$ cat config.mk
export PLATFORM = sky130hd
export DESIGN_NAME = qbv_gate_ctrl
export DESIGN_NICKNAME = d
export VERILOG_FILES = /design/src/rtl/qbv_pkg.sv /design/src/rtl/gcl_wr_if.sv /design/src/rtl/base_time_cmp.sv /design/src/rtl/gate_list_sched.sv /design/src/rtl/gcl_banks.sv /design/src/rtl/gcl_loader.sv /design/src/rtl/qbv_gate_ctrl.sv
export SDC_FILE = /design/constraint.sdc
export NUM_CORES = 2
export LEC_CHECK = 0
export BUFFER_PORTS_ARGS = -buffer_cell sky130_fd_sc_hd__buf_4
export CORE_MARGIN = 5
export CORE_UTILIZATION = 30
export DETAILED_ROUTE_END_ITERATION = 8
export PLACE_DENSITY_LB_ADDON = 0.15
export SLEW_MARGIN = 40
export SYNTH_ARGS = -nofsm -noshare
export SYNTH_HDL_FRONTEND = slang
export SYNTH_SLANG_ARGS = --single-unit
$ cat constraint.sdc
create_clock -name i_clk -period 8.67 [get_ports i_clk]
set_clock_uncertainty 0.15 [all_clocks]
set_input_delay 0.867 -clock i_clk [delete_from_list [all_inputs] [get_ports i_clk]]
set_output_delay 0.867 -clock i_clk [all_outputs]
set_load 0.05 [all_outputs]
$ cat src/rtl/qbv_pkg.sv
// Fixed build for one egress port with 8 queues, 8 ns clock tick and 80-bit PTP time
package qbv_pkg;

    // --------------------
    // Port geometry
    localparam int NUM_QUEUES = 8;
    localparam int GCL_DEPTH  = 256;                    // Entries per list bank

    // --------------------
    // Time base
    localparam int TIME_W     = 80;
    localparam int SLICE_W    = 10;
    localparam int NUM_SLICES = TIME_W / SLICE_W;       // 8 slices of 10 bits
    localparam int TICK_NS    = 8;                      // 125 MHz clock

    // List bank read pipeline of memory reg plus output reg
    localparam int RD_LATENCY = 2;

    typedef logic [NUM_QUEUES-1:0]        gate_vec_t;   // One bit per gate or queue
    typedef logic [$clog2(GCL_DEPTH)-1:0] gcl_addr_t;
    typedef logic [TIME_W-1:0]            ptp_time_t;
    typedef logic [15:0]                  interval_t;   // Entry interval in ns

    typedef enum logic [1:0] {
        SCHED_IDLE  = 2'd0,
        SCHED_ARMED = 2'd1,                             // List loaded and waiting for base time
        SCHED_RUN   = 2'd2
    } sched_state_t;

endpackage

$ cat src/rtl/gcl_wr_if.sv
// Write path into the list banks; wr_bank is always the bank the scheduler is not reading
`timescale 1ns/100ps

interface gcl_wr_if import qbv_pkg::*; ();

    logic      wr_en;
    logic      wr_bank;
    gcl_addr_t wr_addr;
    gate_vec_t wr_data;
    logic      bank_done;       // Last entry of a list written

    modport loader (
        output wr_en,
        output wr_bank,
        output wr_addr,
        output wr_data,
        output bank_done
    );

    modport banks (
        input  wr_en,
        input  wr_bank,
        input  wr_addr,
        input  wr_data
    );

    modport monitor (
        input  wr_bank,
        input  bank_done
    );

endinterface

$ cat src/rtl/base_time_cmp.sv
// time_reached lags i_current_time by 3 cycles and is held low for two cycles after a base strobe
`timescale 1ns/100ps

module base_time_cmp import qbv_pkg::*; (
    input  logic            i_clk,
    input  logic            i_rst,
    input  ptp_time_t       i_current_time,
    input  ptp_time_t       i_base_time,
    input  logic            i_base_time_vld,
    output logic            o_time_reached,
    output logic            o_base_time_err
);

    ptp_time_t             cur_q;
    ptp_time_t             base_q;
    logic                  vld_d1;
    logic                  vld_d2;
    logic [NUM_SLICES-1:0] slice_lt;
    logic [NUM_SLICES-1:0] slice_eq;
    logic                  cur_lt_base;
    logic                  cur_eq_base;

    // --------------------
    // Cycle 1 capture
    always_ff @(posedge i_clk or posedge i_rst) begin
        if (i_rst) begin
            cur_q  <= '0;
            base_q <= '0;
            vld_d1 <= 1'b0;
            vld_d2 <= 1'b0;
        end else begin
            cur_q  <= i_current_time;
            vld_d1 <= i_base_time_vld;
            vld_d2 <= vld_d1;
            if (i_base_time_vld) begin
                base_q <= i_base_time;
            end
        end
    end

    // Cycle 2 per-slice flags
    always_ff @(posedge i_clk or posedge i_rst) begin
        if (i_rst) begin
            slice_lt <= '0;
            slice_eq <= '0;
        end else begin
            for (int s = 0; s < NUM_SLICES; s++) begin
                slice_lt[s] <= cur_q[s*SLICE_W +: SLICE_W] < base_q[s*SLICE_W +: SLICE_W];
                slice_eq[s] <= cur_q[s*SLICE_W +: SLICE_W] == base_q[s*SLICE_W +: SLICE_W];
            end
        end
    end

    // Lexicographic merge with the most significant slice deciding first
    always_comb begin
        cur_lt_base = 1'b0;
        cur_eq_base = 1'b1;
        for (int s = NUM_SLICES - 1; s >= 0; s--) begin
            cur_lt_base = cur_lt_base | (cur_eq_base & slice_lt[s]);
            cur_eq_base = cur_eq_base & slice_eq[s];
        end
    end

    // --------------------
    // Cycle 3 result and past-base check
    always_ff @(posedge i_clk or posedge i_rst) begin
        if (i_rst) begin
            o_time_reached  <= 1'b0;
            o_base_time_err <= 1'b0;
        end else begin
            // Flags still hold the old base for two cycles after a strobe
            o_time_reached <= !(i_base_time_vld || vld_d1) && !cur_lt_base;
            if (i_base_time_vld) begin
                o_base_time_err <= 1'b0;
            end else if (vld_d2) begin
                o_base_time_err <= !cur_lt_base && !cur_eq_base;
            end
        end
    end

endmodule

$ cat src/rtl/gate_list_sched.sv
// Needs i_interval_ns a nonzero multiple of TICK_NS; a refresh keeps the active bank index
`timescale 1ns/100ps

module gate_list_sched import qbv_pkg::*; (
    input  logic            i_clk,
    input  logic            i_rst,
    gcl_wr_if.monitor       wr,
    input  gcl_addr_t       i_done_len,
    input  logic            i_time_reached,
    input  logic            i_base_time_err,
    input  logic            i_base_time_vld,
    input  interval_t       i_interval_ns,
    input  logic            i_refresh_list,
    input  logic            i_qbv_en,
    input  gate_vec_t       i_queue,
    input  logic            i_queue_vld,
    output logic            o_active_bank,
    output logic            o_rd_en,
    output gcl_addr_t       o_rd_addr,
    input  gate_vec_t       i_rd_data,
    output gate_vec_t       o_gate_state,
    output logic            o_gate_state_vld,
    output logic            o_list_empty_err
);

    sched_state_t          state;
    logic                  active_bank;
    logic                  pending;         // Shadow bank holds a newer list
    logic                  list_ok;         // A list completed since reset or refresh
    logic                  base_ok;         // Base time accepted for that list
    gcl_addr_t             act_len;
    gcl_addr_t             pend_len;
    gcl_addr_t             idx;
    interval_t             tick_cnt;
    logic                  tick_end;
    logic                  last_idx;
    logic [RD_LATENCY-1:0] rd_pipe;
    gate_vec_t             gate_q;
    gate_vec_t             queue_q;

    assign tick_end      = (tick_cnt == i_interval_ns - interval_t'(TICK_NS));
    assign last_idx      = (idx == act_len - gcl_addr_t'(1));
    assign o_active_bank = active_bank;
    assign o_rd_addr     = idx;

    // --------------------
    // Run FSM, list bookkeeping, entry stepping
    always_ff @(posedge i_clk or posedge i_rst) begin
        if (i_rst) begin
            state       <= SCHED_IDLE;
            active_bank <= 1'b0;
            pending     <= 1'b0;
            list_ok     <= 1'b0;
            base_ok     <= 1'b0;
            act_len     <= '0;
            pend_len    <= '0;
            idx         <= '0;
            tick_cnt    <= '0;
            o_rd_en     <= 1'b0;
        end else begin
            o_rd_en <= 1'b0;
            if (i_refresh_list) begin
                state   <= SCHED_IDLE;
                pending <= 1'b0;
                list_ok <= 1'b0;
                base_ok <= 1'b0;
            end else begin
                if (i_base_time_vld) begin
                    base_ok <= list_ok || wr.bank_done;
                end
                if (wr.bank_done) begin
                    list_ok <= 1'b1;
                    if (state == SCHED_RUN) begin
                        pending  <= 1'b1;               // Swap at end of pass
                        pend_len <= i_done_len;
                    end else begin
                        active_bank <= wr.wr_bank;      // Nothing running so take it now
                        act_len     <= i_done_len;
                    end
                end
                case (state)
                    SCHED_IDLE: begin
                        if (list_ok && !i_base_time_err) begin
                            state <= SCHED_ARMED;
                        end
                    end
                    SCHED_ARMED: begin
                        if (i_time_reached && base_ok && !i_base_time_err) begin
                            state    <= SCHED_RUN;
                            idx      <= '0;
                            tick_cnt <= '0;
                            o_rd_en  <= 1'b1;           // Fetch entry 0
                        end
                    end
                    SCHED_RUN: begin
                        if (tick_end) begin
                            tick_cnt <= '0;
                            o_rd_en  <= 1'b1;
                            if (last_idx) begin
                                idx <= '0;
                                if (pending) begin
                                    active_bank <= ~active_bank;
                                    act_len     <= wr.bank_done ? i_done_len : pend_len;
                                    pending     <= 1'b0;
                                end
                            end else begin
                                idx <= idx + gcl_addr_t'(1);
                            end
                        end else begin
                            tick_cnt <= tick_cnt + interval_t'(TICK_NS);
                        end
                    end
                    default: state <= SCHED_IDLE;
                endcase
            end
        end
    end

    // --------------------
    // Gate register and queue output stage
    always_ff @(posedge i_clk or posedge i_rst) begin
        if (i_rst) begin
            rd_pipe          <= '0;
            gate_q           <= '0;
            queue_q          <= '0;
            o_gate_state_vld <= 1'b0;
            o_list_empty_err <= 1'b0;
        end else begin
            rd_pipe <= {rd_pipe[RD_LATENCY-2:0], o_rd_en};
            if (i_refresh_list) begin
                rd_pipe <= '0;                          // Drop reads in flight
                gate_q  <= '0;                          // All gates closed
            end else if (rd_pipe[RD_LATENCY-1]) begin
                gate_q <= i_rd_data;
            end
            if (i_queue_vld) begin
                queue_q <= i_queue;
            end
            o_gate_state_vld <= i_queue_vld;
            o_list_empty_err <= i_base_time_vld && !list_ok && !wr.bank_done;
        end
    end

    assign o_gate_state = i_qbv_en ? (queue_q & gate_q) : queue_q;

endmodule

$ cat src/rtl/gcl_banks.sv
// Two list RAMs; read data lags i_rd_en by RD_LATENCY cycles and holds between reads
`timescale 1ns/100ps

module gcl_banks import qbv_pkg::*; (
    input  logic            i_clk,
    input  logic            i_rst,
    gcl_wr_if.banks         wr,
    input  logic            i_rd_bank,
    input  logic            i_rd_en,
    input  gcl_addr_t       i_rd_addr,
    output gate_vec_t       o_rd_data
);

    gate_vec_t mem0 [GCL_DEPTH];
    gate_vec_t mem1 [GCL_DEPTH];
    gate_vec_t mem_q;

    // --------------------
    // Write ports
    always_ff @(posedge i_clk) begin
        if (wr.wr_en && !wr.wr_bank) begin
            mem0[wr.wr_addr] <= wr.wr_data;
        end
        if (wr.wr_en && wr.wr_bank) begin
            mem1[wr.wr_addr] <= wr.wr_data;
        end
    end

    // --------------------
    // Registered read
    always_ff @(posedge i_clk or posedge i_rst) begin
        if (i_rst) begin
            mem_q     <= '0;
            o_rd_data <= '0;
        end else begin
            if (i_rd_en) begin
                mem_q <= i_rd_bank ? mem1[i_rd_addr] : mem0[i_rd_addr];
            end
            o_rd_data <= mem_q;                         // Second read stage
        end
    end

endmodule

$ cat src/rtl/gcl_loader.sv
// Lists must arrive as i_list_len back-to-back valid cycles with the length held steady
`timescale 1ns/100ps

module gcl_loader import qbv_pkg::*; (
    input  logic            i_clk,
    input  logic            i_rst,
    input  gate_vec_t       i_list_state,
    input  gcl_addr_t       i_list_len,
    input  logic            i_list_vld,
    input  logic            i_active_bank,
    output gcl_addr_t       o_done_len,
    gcl_wr_if.loader        wr
);

    gcl_addr_t entry_cnt;
    logic      last_entry;

    assign last_entry = (entry_cnt == i_list_len - gcl_addr_t'(1));

    // Shadow bank is never the one being read
    assign wr.wr_bank = ~i_active_bank;

    // --------------------
    // Entry counter and strobes
    always_ff @(posedge i_clk or posedge i_rst) begin
        if (i_rst) begin
            entry_cnt    <= '0;
            wr.wr_en     <= 1'b0;
            wr.bank_done <= 1'b0;
        end else begin
            wr.wr_en     <= i_list_vld;
            wr.bank_done <= i_list_vld && last_entry;
            if (i_list_vld) begin
                if (last_entry) begin
                    entry_cnt <= '0;                    // Ready for next list
                end else begin
                    entry_cnt <= entry_cnt + gcl_addr_t'(1);
                end
            end
        end
    end

    // --------------------
    // Write payload
    always_ff @(posedge i_clk) begin
        if (i_list_vld) begin
            wr.wr_addr <= entry_cnt;
            wr.wr_data <= i_list_state;
        end
        if (i_list_vld && last_entry) begin
            o_done_len <= i_list_len;                   // Valid with bank_done
        end
    end

endmodule

$ cat src/rtl/qbv_gate_ctrl.sv
// One egress port with no back-pressure; every list entry and strobe is taken when it arrives
`timescale 1ns/100ps

module qbv_gate_ctrl import qbv_pkg::*; (
    input  logic            i_clk,
    input  logic            i_rst,
    input  gate_vec_t       i_list_state,
    input  gcl_addr_t       i_list_len,
    input  logic            i_list_vld,
    input  ptp_time_t       i_base_time,
    input  logic            i_base_time_vld,
    input  ptp_time_t       i_current_time,
    input  interval_t       i_interval_ns,
    input  logic            i_refresh_list,
    input  logic            i_qbv_en,
    input  gate_vec_t       i_queue,
    input  logic            i_queue_vld,
    output gate_vec_t       o_gate_state,
    output logic            o_gate_state_vld,
    output logic            o_base_time_err,
    output logic            o_list_empty_err
);

    gcl_addr_t done_len;
    logic      active_bank;
    logic      rd_en;
    gcl_addr_t rd_addr;
    gate_vec_t rd_data;
    logic      time_reached;

    gcl_wr_if u_wr_if ();

    // --------------------
    gcl_loader u_loader (
        .i_clk          (i_clk),
        .i_rst          (i_rst),
        .i_list_state   (i_list_state),
        .i_list_len     (i_list_len),
        .i_list_vld     (i_list_vld),
        .i_active_bank  (active_bank),
        .o_done_len     (done_len),
        .wr             (u_wr_if.loader)
    );

    gcl_banks u_banks (
        .i_clk          (i_clk),
        .i_rst          (i_rst),
        .wr             (u_wr_if.banks),
        .i_rd_bank      (active_bank),
        .i_rd_en        (rd_en),
        .i_rd_addr      (rd_addr),
        .o_rd_data      (rd_data)
    );

    base_time_cmp u_cmp (
        .i_clk           (i_clk),
        .i_rst           (i_rst),
        .i_current_time  (i_current_time),
        .i_base_time     (i_base_time),
        .i_base_time_vld (i_base_time_vld),
        .o_time_reached  (time_reached),
        .o_base_time_err (o_base_time_err)
    );

    gate_list_sched u_sched (
        .i_clk            (i_clk),
        .i_rst            (i_rst),
        .wr               (u_wr_if.monitor),
        .i_done_len       (done_len),
        .i_time_reached   (time_reached),
        .i_base_time_err  (o_base_time_err),
        .i_base_time_vld  (i_base_time_vld),
        .i_interval_ns    (i_interval_ns),
        .i_refresh_list   (i_refresh_list),
        .i_qbv_en         (i_qbv_en),
        .i_queue          (i_queue),
        .i_queue_vld      (i_queue_vld),
        .o_active_bank    (active_bank),
        .o_rd_en          (rd_en),
        .o_rd_addr        (rd_addr),
        .i_rd_data        (rd_data),
        .o_gate_state     (o_gate_state),
        .o_gate_state_vld (o_gate_state_vld),
        .o_list_empty_err (o_list_empty_err)
    );

endmodule

Yosys cells after proc, flatten, opt, wreduce, memory -nomap -nowiden
Memory sizes are Yosys's and may differ from the RTL's.
Index checks and enable logic that the tools add are counted.
- register bits after elaboration: 297
- memory bits (writable): 4096
- input port bits: 207
- memories kept: 2
- add/subtract/negate cells: 6
- magnitude comparators: 8
- eq/ne operators: 18
- multiplexer cells: 51
- bitwise gates (word level): 24
- reduce and logical (&&, ||, !) cells: 28
- memories (name ; words ; width ; rd ports ; clocked after memory_dff ; wr ports ; line ; text):
    u_banks.mem0 ; 256 ; 8 ; 1 ; 0 ; 1 ; gcl_banks.sv:14 ; gate_vec_t mem0 [GCL_DEPTH];
    u_banks.mem1 ; 256 ; 8 ; 1 ; 0 ; 1 ; gcl_banks.sv:15 ; gate_vec_t mem1 [GCL_DEPTH];
- operator list (kind ; count):
    $mux 8 ; 15
    $eq 10x10->1 ; 8
    $lt 10x10->1 ; 8
    $mux 16 ; 2
    $pmux 16 s2 ; 1
    $mux 1 ; 26
    $add 16x4->16 const B ; 1
    $add 8x1->8 const B ; 2
    $eq 16x16->1 ; 1
    $eq 8x8->1 ; 2
    $pmux 8 s2 ; 1
    $sub 16x4->16 const B ; 1
    $sub 8x1->8 const B ; 2
    $and 1x1->1 ; 14
    $logic_and 1x1->1 ; 10
    $reduce_bool 2->1 ; 5
    $reduce_and 3->1 ; 3
    $and 8x8->8 ; 1
    $mux 2 ; 4
    $or 1x1->1 ; 7
    $logic_not 1->1 ; 6
    $ne 3x2->1 const B ; 2
    $pmux 2 s3 ; 1
    $ne 2x1->1 const B ; 2
    8 further kinds ; 10

Depth between registers and ports, before layout
- depth after elaboration: 12
- gate-level depth with buffers: 15
- gate-level depth less buffers: 11

Cells and area by module
Synthesis repeated with hierarchy kept, for this count alone.
- cells, all modules: 8613
- area total of the unflattened synthesis: 172235.2 µm²
- modules (own cells, without submodules) (module ; instances ; cells an instance ; area each (µm²)):
    gcl_banks ; 1 ; 7498 ; 159690.7
    base_time_cmp ; 1 ; 644 ; 7402.1
    gate_list_sched ; 1 ; 373 ; 3681.0
    gcl_loader ; 1 ; 98 ; 1461.4

Least setup slack after synthesis
No wires, ideal clock.
- path type: register -> register
- start: register u_loader.wr.wr_data[0]
- end: memory u_banks.mem0[0][0] (netlist name) (data pin)
- setup time: 1.435 ns
- arrival: 6.158 ns
- data required time: 7.085 ns
- setup slack: 0.927 ns
- cell stages (with the launch flop): 1
- cell sequence: edfxtp_1
- RTL lines (element ; line ; text):
    start, declared ; gcl_wr_if.sv:16 ; output wr_data,
    start signal, assigned ; gcl_loader.sv:48 ; wr.wr_data <= i_list_state;
    end, declared ; gcl_banks.sv:14 ;
Straight into the memory's write port.

Worst setup path in the final report
- start: register u_sched.idx[1] (netlist: u_sched.o_rd_addr[1])
- end: register u_banks.mem_q[2]
- cells in the longest elaborated chain, start to end: 2
- ends and longest elaborated chain (element ; line ; text):
    start, declared ; gate_list_sched.sv:33 ; gcl_addr_t idx;
    start signal, assigned ; gate_list_sched.sv:107 ; idx <= idx + gcl_addr_t'(1);
    $mem_v2 256x8 (on tied branches) ; -- ;
    $mux 8 (*) ; gcl_banks.sv:37 ; mem_q <= i_rd_bank ? mem1[i_rd_addr] : mem0[i_rd_addr];
    end signal, assigned ; gcl_banks.sv:37 ;
    end, declared ; gcl_banks.sv:16 ; gate_vec_t mem_q;
Mark *: on every way between the ends. The rest lies on a longest branch, timed or not.
A chain may end at the register's enable or synchronous reset.

==> impl_metrics.toml <==
[outcome]
status = "finished, final reports clean"

[cts]
path_clk_slew_ns = 0.06
postCtsSetupBuffers = 0
cts_tree = "yes"
clock_latency_ns = 1.07
cts_root_buf = "clkbuf_16"
clock_sinks = 4390
cts_max_path_buffers = 4
h-tree-depth = 5
cts_hold_buffers = 191
cts-resized-gates = 0
numCtsBuffers = 463

[sta]
whs_ns = 0.159
maxSlewViolCount = 0
rsz0062_at_grt = "no"
worst_pin_slew_ns = 0.955
setup_violations = 0
fin_crit_sh_pct = 63.6
min_period_ns = 5.51
worst_slack_ns = 3.16
slew_headroom_pct = 34.7
max_freq_mhz = 181
hold_viol_final = 0
tns_ns = 0

[grt]
grt_usage_pct = 19.1
grt_pass1_wl_mm = 791
grt_pass1_vias = 92000
grt.overflow.total = 0
grt_antenna_before_repair = 41
grt_max_degree = 181

[critical_path]
path_common_cell = "buf_4"
start_kind = "flip-flop"
path_buf_inv = 2
r2r_cells = 10
end_kind = "flip-flop"
crit_slowest_cell = "dfrtp_4"
setup.worst_path.class = "reg2reg"
critPathArrivalTime_ns = 6.26
critPathMaxFanout = 38
cp.required_ns = 9.42
reg2reg_to = "u_banks.mem_q[2]"
cpPeakStageDelay_ns = 0.68
cpLargestDelayFamily = "compound AO/OA/AOI/OAI gates"
reg2reg_from = "u_sched.o_rd_addr[1]"
r2r_setup_slack_ns = 3.16
worstPathCellList = "buf_4 -> buf_4 -> mux4_2 -> mux2i_1 -> o22ai_1 -> or3_1 -> o31a_1 -> a21oi_1 -> a311oi_1 -> o311a_1"

[final_layout]
syn2layout_area_growth_pct = 17.7
final_nets = 9694
fin_area_mm2 = 0.202
layout-drive-gt1-share_pct = 28.4
final_util_pct = 35.4

[logic_synthesis]
async_flop_share_pct = 6.15
synth_edf_count = 4120
synth_top_area_share_pct = 71.9
synth_area_per_cell_um2 = 19.7
yosysSeqAreaShare_pct = 75.8
netlist_area_mm2 = 0.172
synthMuxAreaShare_pct = 14.7
synth_cell_types = 94
synth_area_leaders = "edfxtp_1, mux4_2, dfrtp_1"
synth_compound_area_share_pct = 3.33
ys_seq_elements = 4390
synth_top_family_by_area = "multiplexers"
synth_fp_nets = 9039
synthAdderAreaFrac_pct = 0.655
syn_inst = 8742
yosys.area.top_type = "edfxtp_1"
yosys.area_share.simple_pct = 3.45
yosys_warnings = 0
ys.flop_type = "edfxtp_1"
synth_xor_area_share_pct = 0.214

[placement]
io_buffers = 217
dp_hpwl_mm = 358
pre_cts_slack_ns = 3.25
place_area_mm2 = 0.185
gp_congestion = 0.817

[drt]
wl_per_cell_um = 33.2
post-route-drc-count = 0
drt-initial-drc-count = 9945
dr_total_vias = 90700
drt_pre_antenna_iters = 5
drt-total-wl_mm = 577
routed_via_density = 5.22
antenna_left = 0

[floorplanning]
io_pins = 218
fp.dieArea_mm2 = 0.589
die_h_um = 767
core-area_mm2 = 0.573
initial_core_util_pct = 30.0
die_width_um = 767
num_rows = 278

[power]
internal_power_uw = 36500
p_sw_share_pct = 25.4
irDropWorstVdd_v = 0.000193
p_leak_uw = 0.0624
p_sw_uw = 12400
clkPwrFrac_pct = 40.5
pwr-share-comb_pct = 11.3
seq_power_share_pct = 48.3
powerDensity_mw_per_mm2 = 242

[hold_path]
hp-class = "in2async"

[run]
maxCapViolCount = 0
==> worst max path at each step <==
stage	start	endpoint	slack, ns	depth (start not counted)
2_1_floorplan	i_rst	u_banks.mem_q[0]	0.21	1
3_3_place_gp	u_sched.o_rd_addr[0]	u_banks.mem_q[1]	2.47	9
3_5_place_dp	u_sched.o_rd_addr[1]	u_banks.mem_q[2]	3.25	10
4_1_cts	u_sched.o_rd_addr[1]	u_banks.mem_q[2]	3.24	10
5_1_grt	u_sched.o_rd_addr[1]	u_banks.mem_q[2]	3.19	10
6_report	u_sched.o_rd_addr[1]	u_banks.mem_q[2]	3.16	10
==> worst reg2reg max path, stage by stage, from the launching register on <==
cell      delay, ns
dfrtp_4        0.68
buf_4          0.69
buf_4          0.69
mux4_2         0.40
mux2i_1        0.65
o22ai_1        0.19
or3_1          0.36
o31a_1         0.25
a21oi_1        0.68
a311oi_1       0.25
o311a_1        0.42
==> sequential cells by signal, indices dropped and copies added (netlist names), 2 cells and up <==
register             flops
u_banks.mem0          2048
u_banks.mem1          2048
u_banks.mem_q            8
u_banks.o_rd_data        8
u_cmp.base_q            80
u_cmp.cur_q             80
u_cmp.slice_eq           8
u_cmp.slice_lt           8
u_loader.entry_cnt       8
u_loader.o_done_len      8
u_loader.wr.wr_addr      8
u_loader.wr.wr_data      8
u_sched.act_len          8
u_sched.gate_q           8
u_sched.o_rd_addr        8
u_sched.pend_len         8
u_sched.queue_q          8
u_sched.rd_pipe          2
u_sched.state            2
u_sched.tick_cnt        13
==> metal layers <==
metal | share of wire, % | vias up | GRT usage (%)
li1 | - | 36900 | -
met1 | 44 | 49600 | 27.3
met2 | 46 | 3404 | 29.8
met3 | 6.8 | 714 | 3.30
met4 | 3.1 | 2 | 5.32
met5 | 0.0029 | - | 0
==> per-stage QoR <==
| step | cells | total power [µW] |
|---|---|---|
| floorplan | 8742 | 27000 |
| global placement | 16300 | 29400 |
| detailed placement | 16300 | 29500 |
| CTS | 17300 | 49400 |
| global route | 17400 | 50500 |
| finish | 17400 | 49000 |
==> Yosys cell counts (6+ instances only) <==
cell type  count
mux4_2       936
inv_1        122
o22ai_1       70
buf_1         45
nor2b_1       31
o211ai_1       9
buf_6         15
a221oi_1      47
a22oi_1       61
nor2_1       660
mux2_2        63
o21a_1        13
nand2_1      359
mux2i_1      356
a2111oi_0     20
o2111ai_1      6
a211oi_1      30
and2_1         9
nand4_1       47
xor2_1        16
a21oi_1      168
or4_1          8
and3_1        19
o221ai_1      67
nand2b_1      25
edfxtp_1    4120
clkbuf_8      10
nand3b_1       6
nor3_1        59
xnor2_1       26
a221o_1        8
nor4_1        21
dfrtp_1      270
o31ai_1       13
a22o_1         6
a21boi_0       9
a31oi_1       31
ha_1          90
a21o_1        39
clkbuf_1     244
o21ai_0      206
nand3_1       99
a311oi_1      13
buf_4         91
buf_2         97
==> layout by cell type, fill, tap and decap left out, drive strengths merged, types with 20 or more instances in the layout <==
cell type,netlist,final
clkbuf,256,584
dlygate4sd3,0,191
a2111oi,21,21
nor2b,31,31
buf,248,503
nor4,22,22
o21ai,207,207
edfxtp,4120,4120
a21oi,169,169
nand2b,25,25
clkinvlp,0,20
mux2,63,63
mux4,936,936
dfrtp,270,270
nor2,660,660
nand4,47,47
o221ai,67,67
a221oi,48,48
bufinv,0,43
a211oi,30,30
nand2,361,361
a21o,39,39
xnor2,26,26
o22ai,70,70
nand3,99,99
mux2i,356,356
clkinv,2,197
a31oi,31,31
nor3,60,60
a22oi,61,61
ha,90,90
inv,124,142
==> layout make-up <==
class / instances / area [µm²]
Clock inverter: 276 / 2800
Clock buffer: 584 / 12200
Fill cell: 53100 / 370000
Timing Repair Buffer: 695 / 6680
Tap cell: 7560 / 9460
Inverter: 126 / 499
Multi-Input combinational cell: 3721 / 40300
Sequential cell: 4390 / 131000
Antenna cell: 12 / 30.0
==> power by group through the flow <==
stage	combinational (µW)	clock [µW]	sequential [µW]
after global placement	5320	0	24100
final	5530	19800	23600
after global routing	5740	21100	23600
after CTS	5540	20300	23600
after floorplan	2570	0	24400
after detailed placement	5450	0	24100
==> cells by family (layout without fill, tap and decap cells) <==
group	count (synthesis)	after routing
AND/OR/NAND/NOR	1374	1374
buffers and inverters	631	1681
flip-flops	4390	4390
AO/OA/AOI/OAI	860	860
multiplexers	1355	1355
adder cells (fa/ha/maj)	90	90
other	0	12
XOR/XNOR	42	42
(Power assumes the default switching activity.)
